===== config.mk =====
export PLATFORM = sky130hd
export DESIGN_NAME = csr_index_generator
export DESIGN_NICKNAME = d
export VERILOG_FILES = /design/src/source/index_gen_pkg.sv /design/src/source/index_gen_control.sv /design/src/source/index_sequencer.sv /design/src/source/request_fifo.sv /design/src/source/csr_index_generator.sv
export VERILOG_INCLUDE_DIRS = /design/src /design/src/include
export SDC_FILE = /design/constraint.sdc
export NUM_CORES = 2
export LEC_CHECK = 0
export BUFFER_PORTS_ARGS = -buffer_cell sky130_fd_sc_hd__buf_4
export CAP_MARGIN = 25
export CORE_MARGIN = 2
export CORE_UTILIZATION = 37
export CTS_CLUSTER_DIAMETER = 120
export CTS_CLUSTER_SIZE = 16
export DETAILED_ROUTE_END_ITERATION = 8
export PLACE_DENSITY = 0.49
export SLEW_MARGIN = 5
export SYNTH_ARGS = -nofsm -noshare
export SYNTH_HDL_FRONTEND = slang
export SYNTH_SLANG_ARGS = --single-unit

===== constraint.sdc =====
create_clock -name ap_clk -period 22.6 [get_ports ap_clk]
set_input_delay 3.39 -clock ap_clk [delete_from_list [all_inputs] [get_ports ap_clk]]
set_output_delay 3.39 -clock ap_clk [all_outputs]
set_load 0.02 [all_outputs]

===== src/include/index_gen_cfg.svh =====
// Width and FIFO sizing macros for the CSR index generator.
// Included by the package, the request FIFO and the testbench.

`ifndef INDEX_GEN_CFG_SVH
`define INDEX_GEN_CFG_SVH

// ---------------------------------------------------------------------------
// Data widths
// ---------------------------------------------------------------------------

// Index and offset words
`define INDEX_WIDTH 32

// Array pointer and request base
`define ADDR_WIDTH 64

// Covers any shift of a 32 bit index
`define SHIFT_WIDTH 5

// ---------------------------------------------------------------------------
// Request FIFO sizing
// ---------------------------------------------------------------------------

`define FIFO_DEPTH 16

// Kept well below the depth to absorb in-flight pushes
`define FIFO_PROG_THRESH 8

`endif


===== src/source/index_gen_pkg.sv =====
// Shared types of the CSR index generator.
// Modules name these types in their ports and import the package in their body.

`include "index_gen_cfg.svh"

package index_gen_pkg;

    typedef logic [`INDEX_WIDTH-1:0] index_t;
    typedef logic [`ADDR_WIDTH-1:0]  addr_t;
    typedef logic [`SHIFT_WIDTH-1:0] shift_amt_t;

    // Control FSM states
    typedef enum logic [3:0] {
        RESET,
        IDLE,
        SETUP_IDLE,
        SETUP_TRANS,
        SETUP,
        START_TRANS,
        START,
        BUSY,
        BUSY_TRANS,
        PAUSE_TRANS,
        PAUSE,
        DONE
    } index_gen_state_t;

endpackage : index_gen_pkg


===== src/source/index_gen_control.sv =====
// Control FSM of the CSR index generator.
// Fetches one configuration word per start, holds it, and steers the
// sequencer through run and pause until the last index is produced.

`timescale 1ns/1ps

module index_gen_control (
    input  logic                      ap_clk,
    input  logic                      areset_generator,
    input  logic                      start,
    input  logic                      cfg_ready,
    input  logic                      cfg_valid,
    input  index_gen_pkg::index_t     cfg_index_start,
    input  index_gen_pkg::index_t     cfg_index_end,
    input  index_gen_pkg::index_t     cfg_stride,
    input  index_gen_pkg::addr_t      cfg_array_pointer,
    input  logic                      cfg_shift_left,
    input  index_gen_pkg::shift_amt_t cfg_shift_amount,
    input  logic                      last,
    input  logic                      prog_full,
    output logic                      cfg_request,
    output logic                      load,
    output logic                      run,
    output logic                      done,
    output index_gen_pkg::index_t     index_start,
    output index_gen_pkg::index_t     index_end,
    output index_gen_pkg::index_t     stride,
    output index_gen_pkg::addr_t      array_pointer,
    output logic                      shift_left,
    output index_gen_pkg::shift_amt_t shift_amount
);

    import index_gen_pkg::*;

    index_gen_state_t current_state;
    index_gen_state_t next_state;

    // ---------------------------------------------------------------------------
    // State register and next state
    // ---------------------------------------------------------------------------
    always_ff @(posedge ap_clk) begin
        if (areset_generator) begin
            current_state <= RESET;
        end else begin
            current_state <= next_state;
        end
    end

    always_comb begin
        next_state = current_state;
        case (current_state)
            RESET:       next_state = IDLE;
            IDLE:        if (start) next_state = SETUP_IDLE;
            SETUP_IDLE:  if (cfg_ready) next_state = SETUP_TRANS;
            SETUP_TRANS: next_state = SETUP;
            SETUP:       if (cfg_valid) next_state = START_TRANS;
            START_TRANS: next_state = START;
            START:       next_state = BUSY;
            BUSY: begin
                // End of range wins over back-pressure
                if (last) begin
                    next_state = DONE;
                end else if (prog_full) begin
                    next_state = PAUSE_TRANS;
                end
            end
            BUSY_TRANS:  next_state = BUSY;
            PAUSE_TRANS: next_state = PAUSE;
            PAUSE:       if (!prog_full) next_state = BUSY_TRANS;
            DONE:        next_state = start ? SETUP_IDLE : IDLE;
            default:     next_state = RESET;
        endcase
    end

    // ---------------------------------------------------------------------------
    // Registered outputs per state
    // ---------------------------------------------------------------------------
    always_ff @(posedge ap_clk) begin
        if (areset_generator) begin
            cfg_request <= 1'b0;
            load        <= 1'b0;
            run         <= 1'b0;
            done        <= 1'b1;
        end else begin
            cfg_request <= 1'b0;
            load        <= 1'b0;
            case (current_state)
                SETUP_TRANS: cfg_request <= 1'b1;
                START_TRANS: begin
                    load <= 1'b1;
                    done <= 1'b0;
                end
                BUSY, BUSY_TRANS: begin
                    run  <= 1'b1;
                    done <= 1'b0;
                end
                PAUSE_TRANS, PAUSE: run <= 1'b0;
                START:              run <= 1'b0;
                default: begin
                    // Idle, setup and done states
                    run  <= 1'b0;
                    done <= 1'b1;
                end
            endcase
        end
    end

    // Configuration word, held until the next fetch
    always_ff @(posedge ap_clk) begin
        if (current_state == SETUP && cfg_valid) begin
            index_start   <= cfg_index_start;
            index_end     <= cfg_index_end;
            stride        <= cfg_stride;
            array_pointer <= cfg_array_pointer;
            shift_left    <= cfg_shift_left;
            shift_amount  <= cfg_shift_amount;
        end
    end

endmodule : index_gen_control


===== src/source/index_sequencer.sv =====
// Index counter and request formatting.
// Steps from the loaded start by the stride while run is high and the
// count is below the end, and registers one request word per index.

`timescale 1ns/1ps

module index_sequencer (
    input  logic                      ap_clk,
    input  logic                      areset_generator,
    input  logic                      load,
    input  logic                      run,
    input  index_gen_pkg::index_t     index_start,
    input  index_gen_pkg::index_t     index_end,
    input  index_gen_pkg::index_t     stride,
    input  index_gen_pkg::addr_t      array_pointer,
    input  logic                      shift_left,
    input  index_gen_pkg::shift_amt_t shift_amount,
    output logic                      last,
    output logic                      push,
    output index_gen_pkg::addr_t      push_base,
    output index_gen_pkg::index_t     push_offset,
    output index_gen_pkg::index_t     push_index
);

    import index_gen_pkg::*;

    index_t                   count;
    logic [$bits(index_t):0]  count_sum;
    index_t                   offset;
    logic                     advance;

    // ---------------------------------------------------------------------------
    // Counter
    // ---------------------------------------------------------------------------

    // Single end-of-range test, shared by push and control
    assign last    = (count >= index_end);
    assign advance = run && !last;

    // Extra bit catches a wrap past the top of the index range
    assign count_sum = {1'b0, count} + {1'b0, stride};

    always_ff @(posedge ap_clk) begin
        if (areset_generator) begin
            count <= '0;
        end else if (load) begin
            count <= index_start;
        end else if (advance) begin
            // Saturate on wrap so the count stays at or above the end
            if (count_sum[$bits(index_t)]) begin
                count <= '1;
            end else begin
                count <= count_sum[$bits(index_t)-1:0];
            end
        end
    end

    // ---------------------------------------------------------------------------
    // Request word
    // ---------------------------------------------------------------------------
    always_comb begin
        if (shift_left) begin
            offset = count << shift_amount;
        end else begin
            offset = count >> shift_amount;
        end
    end

    always_ff @(posedge ap_clk) begin
        if (areset_generator) begin
            push <= 1'b0;
        end else begin
            push <= advance;
        end
    end

    always_ff @(posedge ap_clk) begin
        push_base   <= array_pointer;
        push_offset <= offset;
        push_index  <= count;
    end

endmodule : index_sequencer


===== src/source/request_fifo.sv =====
// Synchronous request FIFO with a programmable-full flag.
// A pop on a non-empty FIFO returns the oldest entry with req_valid
// on the following cycle.

`timescale 1ns/1ps

`include "index_gen_cfg.svh"

module request_fifo #(
    parameter int DEPTH       = `FIFO_DEPTH,
    parameter int PROG_THRESH = `FIFO_PROG_THRESH
) (
    input  logic                  ap_clk,
    input  logic                  areset_generator,
    input  logic                  push,
    input  index_gen_pkg::addr_t  push_base,
    input  index_gen_pkg::index_t push_offset,
    input  index_gen_pkg::index_t push_index,
    input  logic                  rd_en,
    output logic                  req_valid,
    output index_gen_pkg::addr_t  req_base,
    output index_gen_pkg::index_t req_offset,
    output index_gen_pkg::index_t req_index,
    output logic                  prog_full,
    output logic                  empty
);

    import index_gen_pkg::*;

    localparam int PTR_W = (DEPTH > 1) ? $clog2(DEPTH) : 1;
    localparam int CNT_W = $clog2(DEPTH + 1);

    addr_t  base_mem   [DEPTH];
    index_t offset_mem [DEPTH];
    index_t index_mem  [DEPTH];

    logic [PTR_W-1:0] wr_ptr;
    logic [PTR_W-1:0] rd_ptr;
    logic [CNT_W-1:0] count;
    logic             full;
    logic             wr;
    logic             rd;

    assign full      = (count == CNT_W'(DEPTH));
    assign empty     = (count == '0);
    assign prog_full = (count >= CNT_W'(PROG_THRESH));

    // Writes to a full FIFO are dropped, pops on empty are ignored
    assign wr = push && !full;
    assign rd = rd_en && !empty;

    // ---------------------------------------------------------------------------
    // Pointers and occupancy
    // ---------------------------------------------------------------------------
    always_ff @(posedge ap_clk) begin
        if (areset_generator) begin
            wr_ptr    <= '0;
            rd_ptr    <= '0;
            count     <= '0;
            req_valid <= 1'b0;
        end else begin
            if (wr) begin
                wr_ptr <= (wr_ptr == PTR_W'(DEPTH - 1)) ? '0 : wr_ptr + 1'b1;
            end
            if (rd) begin
                rd_ptr <= (rd_ptr == PTR_W'(DEPTH - 1)) ? '0 : rd_ptr + 1'b1;
            end
            if (wr && !rd) begin
                count <= count + 1'b1;
            end else if (rd && !wr) begin
                count <= count - 1'b1;
            end
            req_valid <= rd;
        end
    end

    // Storage and read data
    always_ff @(posedge ap_clk) begin
        if (wr) begin
            base_mem[wr_ptr]   <= push_base;
            offset_mem[wr_ptr] <= push_offset;
            index_mem[wr_ptr]  <= push_index;
        end
        if (rd) begin
            req_base   <= base_mem[rd_ptr];
            req_offset <= offset_mem[rd_ptr];
            req_index  <= index_mem[rd_ptr];
        end
    end

endmodule : request_fifo


===== src/source/csr_index_generator.sv =====
// Top level of the CSR index generator.
// Registers the reset and connects control, sequencer and request FIFO.

`timescale 1ns/1ps

module csr_index_generator (
    input  logic                      ap_clk,
    input  logic                      areset,
    input  logic                      start,
    input  logic                      cfg_ready,
    input  logic                      cfg_valid,
    input  index_gen_pkg::index_t     cfg_index_start,
    input  index_gen_pkg::index_t     cfg_index_end,
    input  index_gen_pkg::index_t     cfg_stride,
    input  index_gen_pkg::addr_t      cfg_array_pointer,
    input  logic                      cfg_shift_left,
    input  index_gen_pkg::shift_amt_t cfg_shift_amount,
    output logic                      cfg_request,
    input  logic                      req_rd_en,
    output logic                      req_valid,
    output index_gen_pkg::addr_t      req_base,
    output index_gen_pkg::index_t     req_offset,
    output index_gen_pkg::index_t     req_index,
    output logic                      done
);

    import index_gen_pkg::*;

    logic       areset_generator;
    logic       load;
    logic       run;
    logic       last;
    logic       prog_full;
    index_t     index_start;
    index_t     index_end;
    index_t     stride;
    addr_t      array_pointer;
    logic       shift_left;
    shift_amt_t shift_amount;
    logic       push;
    addr_t      push_base;
    index_t     push_offset;
    index_t     push_index;

    // One register stage on the reset, shared by all blocks
    always_ff @(posedge ap_clk) begin
        areset_generator <= areset;
    end

    // ---------------------------------------------------------------------------
    // Blocks
    // ---------------------------------------------------------------------------
    index_gen_control i_index_gen_control (
        .ap_clk            (ap_clk),
        .areset_generator  (areset_generator),
        .start             (start),
        .cfg_ready         (cfg_ready),
        .cfg_valid         (cfg_valid),
        .cfg_index_start   (cfg_index_start),
        .cfg_index_end     (cfg_index_end),
        .cfg_stride        (cfg_stride),
        .cfg_array_pointer (cfg_array_pointer),
        .cfg_shift_left    (cfg_shift_left),
        .cfg_shift_amount  (cfg_shift_amount),
        .last              (last),
        .prog_full         (prog_full),
        .cfg_request       (cfg_request),
        .load              (load),
        .run               (run),
        .done              (done),
        .index_start       (index_start),
        .index_end         (index_end),
        .stride            (stride),
        .array_pointer     (array_pointer),
        .shift_left        (shift_left),
        .shift_amount      (shift_amount)
    );

    index_sequencer i_index_sequencer (
        .ap_clk           (ap_clk),
        .areset_generator (areset_generator),
        .load             (load),
        .run              (run),
        .index_start      (index_start),
        .index_end        (index_end),
        .stride           (stride),
        .array_pointer    (array_pointer),
        .shift_left       (shift_left),
        .shift_amount     (shift_amount),
        .last             (last),
        .push             (push),
        .push_base        (push_base),
        .push_offset      (push_offset),
        .push_index       (push_index)
    );

    // Empty flag is only needed inside the FIFO for pop gating
    request_fifo i_request_fifo (
        .ap_clk           (ap_clk),
        .areset_generator (areset_generator),
        .push             (push),
        .push_base        (push_base),
        .push_offset      (push_offset),
        .push_index       (push_index),
        .rd_en            (req_rd_en),
        .req_valid        (req_valid),
        .req_base         (req_base),
        .req_offset       (req_offset),
        .req_index        (req_index),
        .prog_full        (prog_full),
        .empty            ()
    );

endmodule : csr_index_generator


==> summary.log <==
INFO  outcome        outcome=complete, no violations
INFO  job            drv.max_cap_violation_count=0
INFO  detailed_routing antenna_violating_nets_post_route=0
INFO  setup_path     cp_data_required_time=23170ps
INFO  synth          post_synthesis_async_set_or_reset_flop_share=0
INFO  synth          synth_top_cells_by_area=sky130_fd_sc_hd__edfxtp_1 (73%), sky130_fd_sc_hd__mux4_2 (16%), sky130_fd_sc_hd__dfxtp_1 (3.8%), sky130_fd_sc_hd__ha_1 (0.95%), sky130_fd_sc_hd__mux2i_1 (0.81%)
INFO  setup_path     worst_path_most_repeated_cell=sky130_fd_sc_hd__buf_4
INFO  synth          syn_avg_cell_area=22.2um^2
INFO  final_layout   n_fill_cell=22400
INFO  cts            cts_inserted_buffers=177
INFO  detailed_routing detail_route.first_pass.iterations=6
INFO  synth          synth.top_cell.area_share=0.732
INFO  global_route   global_router_s_overall_resource_usage=0.185
INFO  sta            max_slew_margin=0.268
INFO  sta            final.period_utilization=0.243
INFO  detailed_routing routed_via_density=5.46
INFO  global_route   grt_antenna_before_repair=13
INFO  cts            cts_max_path_buffers=3
INFO  final_layout   area_growth_syn_to_layout=12.6%
INFO  detailed_routing route.detailed.wl_per_inst=29.8um
INFO  synth          library_cells_used_by_synthesis=71
INFO  floorplan      die_width=514um
INFO  hold_path      hold_path_cell_cnt=0
INFO  setup_path     timing.critical_path.arrival=6050ps
INFO  sta            fin_tns_setup=0ps
INFO  floorplan      row_count=187
INFO  setup_path     critPathSlowestCell=sky130_fd_sc_hd__dfxtp_4
INFO  synth          ys_dominant_reg_cell=sky130_fd_sc_hd__edfxtp_1
INFO  floorplan      ios=303
INFO  final_layout   drive_above_1_share=0.274
INFO  setup_path     worstPathBufferInverterCount=4
INFO  final_layout   final_util=0.418
INFO  cts            cts-root-buf=sky130_fd_sc_hd__clkbuf_16
INFO  sta            achievable-frequency=182MHz
INFO  synth          share_of_the_yosys_chip_area_belonging_to_registers=0.770
INFO  final_layout   seqCellArea=0.0740mm^2
INFO  hold_path      min-delay-path-class=flip-flop to flip-flop
INFO  detailed_routing route.detailed.drc=0
INFO  cts            cts.repair.resized=0
INFO  place          post-place-cells=7923
INFO  floorplan      initial_core_util=0.371
INFO  power          ir_worst_vdd=114uV
INFO  setup_path     max_stage_delay=820ps
INFO  floorplan      dieHeight=514um
INFO  sta            grt_setup_unrepaired=no
INFO  place          hpwl_detailed=127000um
INFO  final_layout   stdcell_count=8253
INFO  power          power_per_cell_area=98.3mW/mm^2
INFO  setup_path     worst-setup-path-type=flip-flop to flip-flop
INFO  cts            htree_num_levels=4
INFO  sta            finalHoldWorstSlack=321ps
INFO  final_layout   area_used_by_multi_input_combinational_logic=0.0211mm^2
INFO  cts            holdBufCountCts=0
INFO  setup_path     regToRegEndpoint=i_request_fifo.req_offset[14]
INFO  cts            path_clk_slew=70ps
INFO  cts            cts_tree=yes
INFO  synth          synth_enable_flop_cells=2342
INFO  synth          syn_nets=4585
INFO  global_route   first_global_vias=46800
INFO  synth          synthesis.instances=4338
INFO  final_layout   design.final.nets=4951
INFO  setup_path     timing.critical_path.cells=buf_4 -> buf_12 -> buf_4 -> buf_4 -> mux4_2 -> mux4_2
INFO  detailed_routing route.final.wire_length=246000um
INFO  cts            tritoncts_num_sinks=2526
INFO  global_route   grt_pass1_wl=351000um
INFO  setup_path     cpLargestDelayFamily=buffers and inverters
INFO  setup_path     critical_path.endpoint=i_request_fifo.req_offset[14]
INFO  floorplan      die_outline_area=0.264mm^2
INFO  setup_path     worstSetupStartpoint=i_request_fifo.rd_ptr[0]
INFO  cts            insertion_delay=850ps
INFO  place          finalWeightedCongestion=0.832
INFO  global_route   grt_overflow_total=0
INFO  setup_path     crit-reg2reg-launch=i_request_fifo.rd_ptr[0]
INFO  sta            tightest_slew=1100ps
INFO  setup_path     setup.reg_to_reg.worst_slack=17120ps
INFO  setup_path     startpoint_types=flip-flop
INFO  place          placement.io_buffers=302
INFO  sta            drv_slew=0
INFO  setup_path     timing.reg2reg.worst_path_depth=6
INFO  synth          synth-warning-count=0
INFO  synth          synth_largest_area_cell=sky130_fd_sc_hd__edfxtp_1
INFO  sta            skew=55.4ps
INFO  setup_path     critical_path_cell_count=6
INFO  power          total_leakage_power=33.6nW
INFO  setup_path     endpoint_kind=flip-flop
INFO  detailed_routing dr_total_vias=45000
INFO  synth          synth_seq_cells=2526
INFO  sta            timing.final.hold_violations=0
INFO  floorplan      core=0.259mm^2
INFO  cts            postCtsSetupBuffers=0
INFO  synth          synth.cell_area=0.0961mm^2
INFO  sta            finalSetupViolations=0
INFO  setup_path     cp_max_fo=94
INFO  sta            fin_crit_period=5480ps
INFO  global_route   grt_start_max_net_pins=131
INFO  detailed_routing detail_route.iter0.violations=3944
placed cells by master (no fill, tap or decap), types with 19 or more instances in the layout:
cell type                   instances
sky130_fd_sc_hd__a211oi_1          26
sky130_fd_sc_hd__a21oi_1           93
sky130_fd_sc_hd__buf_4            393
sky130_fd_sc_hd__clkbuf_1         123
sky130_fd_sc_hd__clkbuf_16        177
sky130_fd_sc_hd__dfxtp_1          180
sky130_fd_sc_hd__edfxtp_1        2342
sky130_fd_sc_hd__ha_1              73
sky130_fd_sc_hd__inv_1             52
sky130_fd_sc_hd__mux2i_1           78
sky130_fd_sc_hd__mux4_2           680
sky130_fd_sc_hd__nand2_1           86
sky130_fd_sc_hd__nand2b_1          22
sky130_fd_sc_hd__nand3_1           19
sky130_fd_sc_hd__nor2_1           111
sky130_fd_sc_hd__nor3_1            27
sky130_fd_sc_hd__o21ai_0           93
sky130_fd_sc_hd__o22ai_1           28
sky130_fd_sc_hd__xnor2_1           19
sky130_fd_sc_hd__xor2_1            19
routing by layer:
metal	GRT usage	up-vias	wire, um
li1	-	18900	-
met1	0.270	24700	112000
met2	0.294	1153	117000
met3	0.0279	287	12100
met4	0.0377	6	4600
met5	0	-	41
flip-flops by register name, indices dropped and copies added (netlist names), 5 cells and up:
name,flops
i_request_fifo.req_base,64
i_index_sequencer.count,32
i_request_fifo.req_index,32
i_index_sequencer.push_offset,32
i_request_fifo.count,5
i_index_gen_control.index_start,32
i_index_sequencer.push_base,64
i_index_gen_control.shift_amount,5
i_request_fifo.index_mem,512
i_request_fifo.offset_mem,512
i_index_gen_control.stride,32
i_request_fifo.req_offset,32
i_index_gen_control.index_end,32
i_index_gen_control.array_pointer,64
i_request_fifo.base_mem,1024
i_index_sequencer.push_index,32
final cells by class:
cell class                      count  area share
Antenna cell                        6    0.000139
Clock buffer                      300      0.0452
Multi-Input combinational cell   1535       0.195
Inverter                           55     0.00198
Clock inverter                     20     0.00330
Timing Repair Buffer              409      0.0305
Tap cell                         3402      0.0393
Sequential cell                  2526       0.684
how the worst min path moves through the flow:
stage / from / to / slack [ps]
floorplan: i_index_gen_control.array_pointer[0] / i_index_sequencer.push_base[0] / 320
global placement: i_index_gen_control.array_pointer[1] / i_index_sequencer.push_base[1] / 320
detailed placement: i_index_gen_control.array_pointer[11] / i_index_sequencer.push_base[11] / 330
CTS: i_index_gen_control.array_pointer[60] / i_index_sequencer.push_base[60] / 320
global route: i_index_gen_control.array_pointer[60] / i_index_sequencer.push_base[60] / 330
finish: i_index_gen_control.array_pointer[60] / i_index_sequencer.push_base[60] / 320
worst register-to-register path, stage by stage (launching register included):
cell	delay, ps
sky130_fd_sc_hd__dfxtp_4	820
sky130_fd_sc_hd__buf_4	790
sky130_fd_sc_hd__buf_12	760
sky130_fd_sc_hd__buf_4	810
sky130_fd_sc_hd__buf_4	860
sky130_fd_sc_hd__mux4_2	720
sky130_fd_sc_hd__mux4_2	480
synthesized netlist by cell type (6+ instances only):
library cell and count:
sky130_fd_sc_hd__a31oi_1 8, sky130_fd_sc_hd__nor2b_1 6, sky130_fd_sc_hd__o211ai_1 8, sky130_fd_sc_hd__or3_1 12, sky130_fd_sc_hd__clkbuf_1 157, sky130_fd_sc_hd__mux2i_1 78, sky130_fd_sc_hd__nand4_1 7, sky130_fd_sc_hd__nand2b_1 22
sky130_fd_sc_hd__nor3_1 31, sky130_fd_sc_hd__mux4_2 680, sky130_fd_sc_hd__buf_1 47, sky130_fd_sc_hd__o221ai_1 12, sky130_fd_sc_hd__a211oi_1 26, sky130_fd_sc_hd__a21o_1 12, sky130_fd_sc_hd__nand3_1 19, sky130_fd_sc_hd__edfxtp_1 2342
sky130_fd_sc_hd__inv_1 53, sky130_fd_sc_hd__a21oi_1 93, sky130_fd_sc_hd__ha_1 73, sky130_fd_sc_hd__xor2_1 19, sky130_fd_sc_hd__buf_2 14, sky130_fd_sc_hd__mux2_2 9, sky130_fd_sc_hd__o22ai_1 28, sky130_fd_sc_hd__xnor2_1 19
sky130_fd_sc_hd__dfxtp_1 184, sky130_fd_sc_hd__nor2_1 124, sky130_fd_sc_hd__nand2_1 86, sky130_fd_sc_hd__o21ai_0 93, sky130_fd_sc_hd__a21boi_0 7
power breakdown:
group | leakage, nW | internal (mW) | total (mW) | switching, mW
sequential | 22.9 | 5.39 | 5.64 | 0.251
combinational | 8.28 | 0.946 | 1.91 | 0.968
clock | 2.48 | 1.49 | 3.08 | 1.59
metrics by stage:
step                worst slack (ps)  power [mW]  area, um^2
CTS                            16800        10.8      108000
finish                         17120        10.6      108000
detailed placement             16340        7.72      103000
floorplan                       1430        7.00       96100
global placement               16340        7.71      103000
global route                   16510        11.1      108000
cell families (layout without fill, tap and decap cells):
group                    Yosys count  after routing  share of synthesized area
AO/OA/AOI/OAI                    326            326                     0.0212
XOR/XNOR                          38             38                    0.00346
adder cells (fa/ha/maj)           75             75                    0.00992
buffers and inverters            277            784                     0.0113
flip-flops                      2526           2526                      0.770
multiplexers                     767            767                      0.169
other                              0              6                          0
AND/OR/NAND/NOR                  329            329                     0.0155
Power figures use the tool's default switching activity.
